File: src/bp_pkg.sv
// branch predictor package with opcode and state encodings and the fetch/execute structs
package bp_pkg;

    // address and target width
    localparam int BP_XLEN = 32;

    // major opcodes that the predictor tells apart
    typedef enum logic [6:0] {
        OP_BRANCH = 7'b1100011,
        OP_JAL    = 7'b1101111,
        OP_JALR   = 7'b1100111
    } bp_opcode_e;

    // init sequence after reset
    typedef enum logic [1:0] {
        ST_RESET = 2'd0,
        ST_SWEEP = 2'd1,
        ST_READY = 2'd2
    } bp_state_e;

    // resolved control transfer coming back from execute
    typedef struct packed {
        logic               valid;
        logic [BP_XLEN-1:0] pc;
        logic [BP_XLEN-1:0] target;
        // raw opcode, any value outside bp_opcode_e is ignored
        logic [6:0]         op;
        logic               taken;
    } bp_update_t;

    // prediction handed to fetch
    typedef struct packed {
        logic               hit;
        logic               taken;
        logic [BP_XLEN-1:0] target;
    } bp_pred_t;

endpackage

File: src/bp_init_fsm.sv
// init FSM that sweeps the predictor tables after reset and then opens lookups and updates
`timescale 1ns/1ps

module bp_init_fsm (
    input  logic clk,
    input  logic rst_n_i,
    input  logic count_done_i,
    input  logic upd_valid_i,
    output logic count_en_o,
    output logic sweep_we_o,
    output logic lookup_en_o,
    output logic upd_en_o,
    output logic ready_o
);

    import bp_pkg::*;

    bp_state_e state_q;
    bp_state_e state_d;

    always_ff @(posedge clk) begin
        if (!rst_n_i) begin
            state_q <= ST_RESET;
        end else begin
            state_q <= state_d;
        end
    end

    always_comb begin
        state_d = state_q;
        case (state_q)
            ST_RESET: begin
                state_d = ST_SWEEP;
            end
            ST_SWEEP: begin
                // the edge that writes the last index finishes the sweep
                if (count_done_i) begin
                    state_d = ST_READY;
                end
            end
            ST_READY: begin
                state_d = ST_READY;
            end
            default: begin
                state_d = ST_RESET;
            end
        endcase
    end

    // counter and table writes only run together
    assign count_en_o  = (state_q == ST_SWEEP);
    assign sweep_we_o  = (state_q == ST_SWEEP);

    assign ready_o     = (state_q == ST_READY);
    assign lookup_en_o = ready_o;
    // updates offered before ready are dropped, there is no back-pressure
    assign upd_en_o    = upd_valid_i && ready_o;

endmodule

File: src/bp_sweep_counter.sv
// index counter that walks the table entries during the init sweep
`timescale 1ns/1ps

module bp_sweep_counter #(
    parameter int COUNT_LEN = 32
) (
    input  logic                         clk,
    input  logic                         rst_n_i,
    input  logic                         count_en_i,
    output logic [$clog2(COUNT_LEN)-1:0] idx_o,
    output logic                         count_done_o
);

    localparam int IDX_W = $clog2(COUNT_LEN);

    logic [IDX_W-1:0] idx_q;

    always_ff @(posedge clk) begin
        if (!rst_n_i) begin
            idx_q <= '0;
        end else if (count_en_i) begin
            if (count_done_o) begin
                idx_q <= '0;
            end else begin
                idx_q <= idx_q + IDX_W'(1);
            end
        end
    end

    // terminal count while the last index is being written
    assign count_done_o = (idx_q == IDX_W'(COUNT_LEN - 1));
    assign idx_o        = idx_q;

endmodule

File: src/bp_btb.sv
// direct-mapped branch target buffer with tag compare and jump/branch class bits
`timescale 1ns/1ps

module bp_btb #(
    parameter int ENTRIES = 32,
    parameter int IDX_W   = 5
) (
    input  logic                           clk,
    input  logic                           sweep_we_i,
    input  logic [IDX_W-1:0]               sweep_idx_i,
    input  logic                           lookup_en_i,
    input  logic [bp_pkg::BP_XLEN-1:0]     pc_i,
    input  logic                           upd_en_i,
    input  bp_pkg::bp_update_t             upd_i,
    input  logic                           dir_taken_i,
    output bp_pkg::bp_pred_t               pred_o
);

    import bp_pkg::*;

    localparam int BTB_IDX_W = $clog2(ENTRIES);
    localparam int TAG_W     = BP_XLEN - BTB_IDX_W - 2;

    typedef struct packed {
        logic               valid;
        logic               jump;
        logic               branch;
        logic [TAG_W-1:0]   tag;
        logic [BP_XLEN-1:0] target;
    } btb_entry_t;

    btb_entry_t table_q [ENTRIES];

    logic [BTB_IDX_W-1:0] rd_idx;
    logic [TAG_W-1:0]     rd_tag;
    btb_entry_t           rd_entry;
    logic                 tag_hit;

    logic [BTB_IDX_W-1:0] wr_idx;
    logic                 upd_jump;
    logic                 upd_branch;
    logic                 sweep_in_range;

    // the sweep may run past the BTB when the PHT is the larger table
    assign sweep_in_range = ({1'b0, sweep_idx_i} < (IDX_W + 1)'(ENTRIES));

    assign upd_jump   = (upd_i.op == OP_JAL) || (upd_i.op == OP_JALR);
    assign upd_branch = (upd_i.op == OP_BRANCH);
    assign wr_idx     = upd_i.pc[BTB_IDX_W+1:2];

    always_ff @(posedge clk) begin
        if (sweep_we_i) begin
            if (sweep_in_range) begin
                table_q[sweep_idx_i[BTB_IDX_W-1:0]].valid <= 1'b0;
            end
        end else if (upd_en_i && (upd_jump || upd_branch)) begin
            // always overwrite, a different tag simply evicts the old entry
            table_q[wr_idx].valid  <= 1'b1;
            table_q[wr_idx].jump   <= upd_jump;
            table_q[wr_idx].branch <= upd_branch;
            table_q[wr_idx].tag    <= upd_i.pc[BP_XLEN-1:BTB_IDX_W+2];
            table_q[wr_idx].target <= upd_i.target;
        end
    end

    // lookup path
    assign rd_idx   = pc_i[BTB_IDX_W+1:2];
    assign rd_tag   = pc_i[BP_XLEN-1:BTB_IDX_W+2];
    assign rd_entry = table_q[rd_idx];
    assign tag_hit  = lookup_en_i && rd_entry.valid && (rd_entry.tag == rd_tag);

    always_comb begin
        pred_o = '0;
        if (tag_hit) begin
            pred_o.hit    = 1'b1;
            // jumps are unconditional, branches follow the PHT
            pred_o.taken  = rd_entry.jump || (rd_entry.branch && dir_taken_i);
            pred_o.target = rd_entry.target;
        end
    end

endmodule

File: src/bp_gshare_pht.sv
// gshare direction predictor with global history register and 2-bit counter table
`timescale 1ns/1ps

module bp_gshare_pht #(
    parameter int GHR_BITS = 5
) (
    input  logic                       clk,
    input  logic                       rst_n_i,
    input  logic                       sweep_we_i,
    input  logic [GHR_BITS-1:0]        sweep_idx_i,
    input  logic [bp_pkg::BP_XLEN-1:0] pc_i,
    input  logic                       upd_en_i,
    input  bp_pkg::bp_update_t         upd_i,
    input  logic [GHR_BITS-1:0]        upd_pht_idx_i,
    input  logic                       ghr_clear_i,
    output logic [GHR_BITS-1:0]        pht_idx_o,
    output logic                       dir_taken_o
);

    import bp_pkg::*;

    localparam int PHT_ENTRIES = 1 << GHR_BITS;

    logic [GHR_BITS-1:0] ghr_q;
    logic [1:0]          pht_q [PHT_ENTRIES];

    logic                upd_branch;
    logic [1:0]          upd_cnt;

    assign upd_branch = upd_en_i && (upd_i.op == OP_BRANCH);
    assign upd_cnt    = pht_q[upd_pht_idx_i];

    // history shifts in resolved outcomes, clear wins over a shift
    always_ff @(posedge clk) begin
        if (!rst_n_i || ghr_clear_i) begin
            ghr_q <= '0;
        end else if (upd_branch) begin
            ghr_q <= {ghr_q[GHR_BITS-2:0], upd_i.taken};
        end
    end

    always_ff @(posedge clk) begin
        if (sweep_we_i) begin
            // weakly not taken
            pht_q[sweep_idx_i] <= 2'b01;
        end else if (upd_branch) begin
            if (upd_i.taken) begin
                if (upd_cnt != 2'b11) begin
                    pht_q[upd_pht_idx_i] <= upd_cnt + 2'd1;
                end
            end else begin
                if (upd_cnt != 2'b00) begin
                    pht_q[upd_pht_idx_i] <= upd_cnt - 2'd1;
                end
            end
        end
    end

    // gshare hash of the word address and the history
    assign pht_idx_o   = pc_i[GHR_BITS+1:2] ^ ghr_q;
    assign dir_taken_o = pht_q[pht_idx_o][1];

endmodule

File: src/bp_top.sv
// fetch-stage branch predictor top with init sweep, BTB and gshare PHT
`timescale 1ns/1ps

module bp_top #(
    parameter int BTB_ENTRIES = 32,
    parameter int GHR_BITS    = 5
) (
    input  logic                       clk,
    input  logic                       rst_n_i,
    input  logic [bp_pkg::BP_XLEN-1:0] pc_i,
    input  bp_pkg::bp_update_t         upd_i,
    input  logic [GHR_BITS-1:0]        upd_pht_idx_i,
    input  logic                       ghr_clear_i,
    output bp_pkg::bp_pred_t           pred_o,
    output logic [GHR_BITS-1:0]        pht_idx_o,
    output logic                       ready_o
);

    // the sweep covers whichever table is larger
    localparam int PHT_ENTRIES = 1 << GHR_BITS;
    localparam int SWEEP_LEN   = (BTB_ENTRIES > PHT_ENTRIES) ? BTB_ENTRIES : PHT_ENTRIES;
    localparam int SWEEP_IDX_W = $clog2(SWEEP_LEN);

    logic                   count_en;
    logic                   count_done;
    logic                   sweep_we;
    logic                   lookup_en;
    logic                   upd_en;
    logic                   dir_taken;
    logic [SWEEP_IDX_W-1:0] sweep_idx;

    bp_init_fsm u_init_fsm (
        .clk          (clk),
        .rst_n_i      (rst_n_i),
        .count_done_i (count_done),
        .upd_valid_i  (upd_i.valid),
        .count_en_o   (count_en),
        .sweep_we_o   (sweep_we),
        .lookup_en_o  (lookup_en),
        .upd_en_o     (upd_en),
        .ready_o      (ready_o)
    );

    bp_sweep_counter #(
        .COUNT_LEN (SWEEP_LEN)
    ) u_sweep_counter (
        .clk          (clk),
        .rst_n_i      (rst_n_i),
        .count_en_i   (count_en),
        .idx_o        (sweep_idx),
        .count_done_o (count_done)
    );

    bp_btb #(
        .ENTRIES (BTB_ENTRIES),
        .IDX_W   (SWEEP_IDX_W)
    ) u_btb (
        .clk         (clk),
        .sweep_we_i  (sweep_we),
        .sweep_idx_i (sweep_idx),
        .lookup_en_i (lookup_en),
        .pc_i        (pc_i),
        .upd_en_i    (upd_en),
        .upd_i       (upd_i),
        .dir_taken_i (dir_taken),
        .pred_o      (pred_o)
    );

    // low index bits reach every counter, a larger BTB just rewrites some twice
    bp_gshare_pht #(
        .GHR_BITS (GHR_BITS)
    ) u_gshare_pht (
        .clk           (clk),
        .rst_n_i       (rst_n_i),
        .sweep_we_i    (sweep_we),
        .sweep_idx_i   (sweep_idx[GHR_BITS-1:0]),
        .pc_i          (pc_i),
        .upd_en_i      (upd_en),
        .upd_i         (upd_i),
        .upd_pht_idx_i (upd_pht_idx_i),
        .ghr_clear_i   (ghr_clear_i),
        .pht_idx_o     (pht_idx_o),
        .dir_taken_o   (dir_taken)
    );

endmodule

File: config.mk
export PLATFORM = sky130hd
export DESIGN_NAME = bp_top
export DESIGN_NICKNAME = d
export VERILOG_FILES = /design/src/bp_pkg.sv /design/src/bp_init_fsm.sv /design/src/bp_sweep_counter.sv /design/src/bp_btb.sv /design/src/bp_gshare_pht.sv /design/src/bp_top.sv
export SDC_FILE = /design/constraint.sdc
export NUM_CORES = 2
export LEC_CHECK = 0
export ABC_AREA = 1
export BUFFER_PORTS_ARGS = -buffer_cell sky130_fd_sc_hd__buf_2
export CAP_MARGIN = 25
export CORE_MARGIN = 2
export CORE_UTILIZATION = 45
export DETAILED_ROUTE_END_ITERATION = 6
export GPL_TIMING_DRIVEN = 0
export HOLD_SLACK_MARGIN = 0.08
export PLACE_DENSITY = 0.67
export SYNTH_ARGS = -nofsm -noshare
export SYNTH_HDL_FRONTEND = slang
export SYNTH_SLANG_ARGS = --single-unit
export TNS_END_PERCENT = 5
File: constraint.sdc
create_clock -name clk -period 10.35 [get_ports clk]
set_input_delay 1.5525 -clock clk [delete_from_list [all_inputs] [get_ports clk]]
set_output_delay 1.5525 -clock clk [all_outputs]
set_load 0.02 [all_outputs]
# Yosys cells after proc, flatten, opt, wreduce, memory -nomap -nowiden
# Memories as Yosys holds them, arrays and structs flattened.
# Cells that the tools add are included.
# op_classes
n_reduce_logical	15
mux	26
addsub	3
n_eq_ne	9
bitwise_logic	2
# ops
cell	n
$mux 60	1
$reduce_or 60->1	1
$mux 34	1
$eq 25x25->1	1
$eq 7x7->1 const B	3
$mux 1	16
$mux 5	3
$mux 2	4
$logic_and 1x1->1	6
$pmux 2 s3	1
$add 5x1->5 const B	1
$eq 5x5->1 const B	1
$xor 5x5->5	1
$logic_or 1x1->1	4
$add 2x1->2 const B	1
$eq 2x1->1 const B	1
$eq 2x2->1 const B	1
$logic_not 2->1	1
$ne 2x1->1 const B	1
$ne 2x2->1 const B	1
$reduce_bool 2->1	1
$reduce_or 2->1	1
$sub 2x1->2 const B	1
$logic_not 1->1	1
$or 1x1->1	1
# totals
ram_bits	1984
mem_count	2
register_bits	12
wordCells	60
output_inout_bits	40
in_bits	113
# mem_list
name	depth	width	read_ports	rd_clocked_by_memory_dff	wr	line	text
u_btb.table_q	32	60	1	0	1	bp_btb.sv:32	btb_entry_t table_q [ENTRIES];
u_gshare_pht.pht_q	32	2	2	0	1	bp_gshare_pht.sv:25	logic [1:0] pht_q [PHT_ENTRIES];

# Longest topological paths before layout
# An unclocked memory read counts as a cell.
# depth
word_depth	10
ltp_mapped	20
ltp_nobuf	17

# Hierarchy
# From an unflattened synthesis, not the netlist that was laid out.
# hier_totals
hier_cells	6762
area_unflattened_um2	82384.0
# by_module_without_submodules
mod	seq_area_each_um2	instances	area_each_um2	cells_each
bp_btb	57655.3	1	78218.8	6296
bp_gshare_pht	2021.9	1	3776.1	414
bp_sweep_counter	100.1	1	235.2	30
bp_init_fsm	40.0	1	153.9	22

# Least setup slack after synthesis
# OpenSTA, ideal clock, no wires.
# synth_timing
path_kind	input port to flip-flop
startpoint	input port upd_i[7] in the netlist's numbering
endpoint	memory u_btb.table_q[13][0] in the netlist's numbering (enable)
arrival_time_ns	7.037
setup_slack_ns	2.764
setup_ns	0.549
path_buffers	2
required_time_ns	9.801
cell_stages	14
cell_sequence	nand2_1 nor2_1 inv_1 nor4_2 nand3_1 o21ai_2 nand2_1 buf_2 nand2_1 o21ai_0 inv_1 nand2_1 buf_2 nor3_1
# synth_via
elab_chain_cells	9
elab_cells_between_ends	12
cone_classes	eq/ne (3); mux (5); reduce/logical (4)
# synth_lines
element	line	text
from (decl)	bp_top.sv:11	input bp_pkg::bp_update_t upd_i,
$eq 7x7->1	bp_btb.sv:47	assign upd_jump = (upd_i.op == OP_JAL) || (upd_i.op == OP_JALR);
$logic_or 1x1->1	bp_btb.sv:47	
$logic_or 1x1->1 *	bp_btb.sv:56	end else if (upd_en_i && (upd_jump || upd_branch)) begin
$logic_and 1x1->1 *	bp_btb.sv:56	
$mux 1 *	bp_btb.sv:56	
$mux 1 *	bp_btb.sv:52	if (sweep_we_i) begin
$mux 1 (implied by the code) *	n/a	
$reduce_or 60->1 (no source line)	n/a	
$mux 5 (no source line) / $mux 2 (equally long branches)	n/a	
to (decl)	bp_btb.sv:32	
# Mark *: on every way between the ends. The rest lies on a longest branch, timed or not.

==> metrics.log <==
INFO  metric initial_core_util = 45.3%
INFO  metric total_leakage_power = 0.0358 uW
INFO  metric postSynthCellCount = 6,783
INFO  metric grt_pass1_vias = 57,400
INFO  metric yosysTopAreaCellShare = 72.8%
INFO  metric maxCapViolations = 0
INFO  metric power_density = 176 mW/mm^2
INFO  metric max_root_sink_buffers = 3
INFO  metric tightest_pin_transition = 1.13 ns
INFO  metric drv_slew = 0
INFO  metric postRouteAntennaNets = 0
INFO  metric yosys_register_bits = 1,996
INFO  metric synth.yosys.warnings = 0
INFO  metric critPathCapture = pred_o[0]
INFO  metric clock_skews = 0.0429 ns
INFO  metric gp_congestion = 0.955
INFO  metric worst_setup_path_startpoint = pc_i[4]
INFO  metric layout.filler_cells = 14,900
INFO  metric die_area = 0.185 sq mm
INFO  metric cts_root_buffer = sky130_fd_sc_hd__clkbuf_16
INFO  metric cts_resized = 0
INFO  metric drt_pre_antenna_iters = 7
INFO  metric worstSetupEndpointType = output pin
INFO  metric synthDistinctLibCells = 43
INFO  metric ioPinCount = 153
INFO  metric violations_in_the_final_reports = DRC
INFO  metric post-route-worst-setup-slack = 2.77 ns
INFO  metric regToRegSetupSlack = 5.67 ns
INFO  metric initial_antenna_violation_count = 11
INFO  metric layout-area-overhead-vs-synth = 17.9%
INFO  metric grt_overflow_total = 0
INFO  metric timing.rr.end = u_btb.table_q[13][7]$_DFFE_PP_
INFO  metric synth.top_cells.by_count = 2,270 x sky130_fd_sc_hd__nand2_1, 1,984 x sky130_fd_sc_hd__edfxtp_1, 838 x sky130_fd_sc_hd__nand3_1
INFO  metric timing.final.setup_violations = 0
INFO  metric critical_path_class = in2out
INFO  metric number_of_hold_buffers_added_after_cts = 0
INFO  metric postSynthNetCount = 6,901
INFO  metric vias = 61,100
INFO  metric place_hpwl = 209 mm
INFO  metric grt_max_degree = 33
INFO  metric cts-buffers-inserted = 201
INFO  metric synth-edff-count = 1,984
INFO  metric final_period_minus_worst_setup_slack = 7.58 ns
INFO  metric worstPathMaxFanout = 10
INFO  metric totalPowerFinal = 17,000 uW
INFO  metric yosys.cell_count.top_type = sky130_fd_sc_hd__nand2_1
INFO  metric drt_iter0_drc = 9,863
INFO  metric number_of_cell_instances_on_the_worst_register_to_register_path = 17
INFO  metric timing.hold.worst.class = reg2reg
INFO  metric synth_sequential_area_ratio = 73.1%
INFO  metric detailedPlace.worstSlack = 3.21 ns
INFO  metric synth_ff_type = sky130_fd_sc_hd__edfxtp_1
INFO  metric rsz0062_at_grt = false
INFO  metric period_share = 73.2%
INFO  metric slew_headroom = 24.0%
INFO  metric die_y = 431 microns
INFO  metric route.detailed.vias_per_inst = 6.11
INFO  metric syn_avg_cell_area = 12.1 sq um
INFO  metric finish.net_count = 7,594
INFO  metric die_w = 431 microns
INFO  metric vdd_drop_max = 0.150 mV
INFO  metric average_wire_per_standard_cell = 29.2 microns
INFO  metric synth_top_area_cell = sky130_fd_sc_hd__edfxtp_1
INFO  metric worstSetupStartpointType = primary input
INFO  metric post_synth_instance_area = 0.0819 sq mm
INFO  metric cts_tree = yes
INFO  metric placementRows = 156
INFO  metric critical_path_arrival = 6.02 ns
INFO  metric hold-worst-slack = 0.482 ns
INFO  metric timing_hold_violations_final = 0
INFO  metric maxClockFrequency = 132 MHz
INFO  metric regToRegStartpoint = u_init_fsm.state_q[0]$_SDFFE_PN0P_
INFO  metric detail_route.drc_violations = 1
INFO  metric cts.sinks = 1,996
INFO  metric detail_route.wirelength = 293 mm
INFO  metric synth_async_sr_flop_share = 0%
INFO  metric worst-endpoint-required = 8.80 ns
INFO  metric grt_pass1_wl = 409 mm
INFO  metric synth.area.top_cells = sky130_fd_sc_hd__edfxtp_1 73%, sky130_fd_sc_hd__nand2_1 10%, sky130_fd_sc_hd__nand3_1 5.1%
INFO  metric core_area = 0.181 sq mm
INFO  metric setup_repair_bufs_after_cts = 0
INFO  metric placement.io_buffers = 142
INFO  metric clk_pin_slew = 0.05 ns
INFO  metric deepest_level_of_the_cts_h_tree = 4
INFO  metric grt_usage = 30.8%
INFO  metric share_of_post_route_cells_with_drive_strength_above_1 = 15.6%
INFO  metric setup_tns = 0 ns
INFO  metric worstSkewPairLatency = 0.85 ns
INFO  metric outcome = finished, violations left
-- cell type report --
cell class | instances | area (sq um) | area share, %
Clock inverter | 111 | 850 | 0.880
Sequential cell | 1996 | 59800 | 61.9
Buffer | 449 | 2250 | 2.33
Antenna cell | 2 | 5.00 | 0.00518
Multi-Input combinational cell | 4229 | 19700 | 20.4
Inverter | 109 | 412 | 0.426
Clock buffer | 249 | 5320 | 5.50
Tap cell | 2370 | 2970 | 3.07
Timing Repair Buffer | 490 | 5210 | 5.39
-- kinds of logic after synthesis --
kind of cell	count (synthesis)	synth area share, %
AOI/OAI and AO/OA	848	6.34
xor gates and xnor gates	4	0.0520
and+or+nand+nor	3372	17.2
buffers and inverters	558	3.24
adders and majority gates	5	0.0764
DFF	1996	73.1
-- how the worst min path moves through the flow --
stage / depth (start not counted) / startpoint / end / slack, ns
2_1_floorplan: 2 / u_gshare_pht.ghr_q[0]$_SDFFE_PP0N_ / u_gshare_pht.ghr_q[1]$_SDFFE_PP0N_ / 0.45
6_report: 2 / u_sweep_counter.idx_o[3]$_SDFFE_PN0N_ / u_sweep_counter.idx_o[3]$_SDFFE_PN0N_ / 0.48
3_5_place_dp: 2 / u_sweep_counter.idx_o[3]$_SDFFE_PN0N_ / u_sweep_counter.idx_o[3]$_SDFFE_PN0N_ / 0.47
4_1_cts: 2 / u_sweep_counter.idx_o[3]$_SDFFE_PN0N_ / u_sweep_counter.idx_o[3]$_SDFFE_PN0N_ / 0.48
5_1_grt: 2 / u_gshare_pht.ghr_q[0]$_SDFFE_PP0N_ / u_gshare_pht.ghr_q[1]$_SDFFE_PP0N_ / 0.52
3_3_place_gp: 2 / u_gshare_pht.ghr_q[3]$_SDFFE_PP0N_ / u_gshare_pht.ghr_q[4]$_SDFFE_PP0N_ / 0.47
-- flip-flops by register name, summed over array words and instances (netlist names) --
| name | flops |
|---|---|
| u_btb.table_q | 1920 |
| u_gshare_pht.pht_q | 64 |
| u_gshare_pht.ghr_q | 5 |
| u_sweep_counter.idx_o | 5 |
| u_init_fsm.state_q | 2 |
-- critical path, cell delays in order --
cell	delay (ns)
sky130_fd_sc_hd__buf_2	0.14
sky130_fd_sc_hd__inv_1	0.10
sky130_fd_sc_hd__buf_2	0.43
sky130_fd_sc_hd__buf_2	0.60
sky130_fd_sc_hd__clkbuf_1	0.77
sky130_fd_sc_hd__clkbuf_1	0.58
sky130_fd_sc_hd__nand2_1	0.30
sky130_fd_sc_hd__o211ai_1	0.30
sky130_fd_sc_hd__o21ai_1	0.14
sky130_fd_sc_hd__nand2_1	0.08
sky130_fd_sc_hd__nand2_1	0.05
sky130_fd_sc_hd__nor3_1	0.64
sky130_fd_sc_hd__buf_2	0.30
-- per-stage QoR --
stage | instances | area, sq um | util (%)
after floorplan | 6783 | 81900 | -
after global placement | 9295 | 85500 | 47.3
after detailed placement | 9638 | 90300 | 50.0
after CTS | 9998 | 96500 | 53.4
after global routing | 10000 | 96600 | 53.4
final | 10000 | 96600 | 53.4
-- cell usage in the layout (no fill, tap or decap), types with 38 or more instances in the layout --
cell	Yosys	final
sky130_fd_sc_hd__nor3_2	29	61
sky130_fd_sc_hd__nand2_1	2270	2270
sky130_fd_sc_hd__a21oi_1	480	480
sky130_fd_sc_hd__buf_4	53	70
sky130_fd_sc_hd__clkinv_1	3	55
sky130_fd_sc_hd__nor3_1	70	38
sky130_fd_sc_hd__edfxtp_1	1984	1984
sky130_fd_sc_hd__buf_8	0	66
sky130_fd_sc_hd__a22oi_1	67	67
sky130_fd_sc_hd__buf_1	40	40
sky130_fd_sc_hd__nor2_1	135	77
sky130_fd_sc_hd__o21ai_0	49	49
sky130_fd_sc_hd__buf_6	11	248
sky130_fd_sc_hd__a221oi_1	52	52
sky130_fd_sc_hd__o31ai_1	50	50
sky130_fd_sc_hd__nor2_2	4	54
sky130_fd_sc_hd__clkbuf_16	0	205
sky130_fd_sc_hd__clkbuf_1	123	161
sky130_fd_sc_hd__buf_2	222	365
sky130_fd_sc_hd__inv_1	100	100
sky130_fd_sc_hd__nand3_1	838	838
-- per-layer routing --
| metal | track usage [%] | up-vias | routed length [microns] |
|---|---|---|---|
| li1 | - | 25700 | - |
| met1 | 38.7 | 29600 | 100000 |
| met2 | 48.7 | 4906 | 133000 |
| met3 | 7.08 | 941 | 37500 |
| met4 | 19.2 | 6 | 21400 |
| met5 | 0 | - | 35 |
-- report_power, final --
group | switching (uW) | total, uW | internal (uW)
logic | 895 | 1190 | 292
registers | 9.58 | 8780 | 8770
clock network | 3150 | 6980 | 3840
total | 4050 | 17000 | 12900
Note: power is estimated with default switching activity, not from simulation.
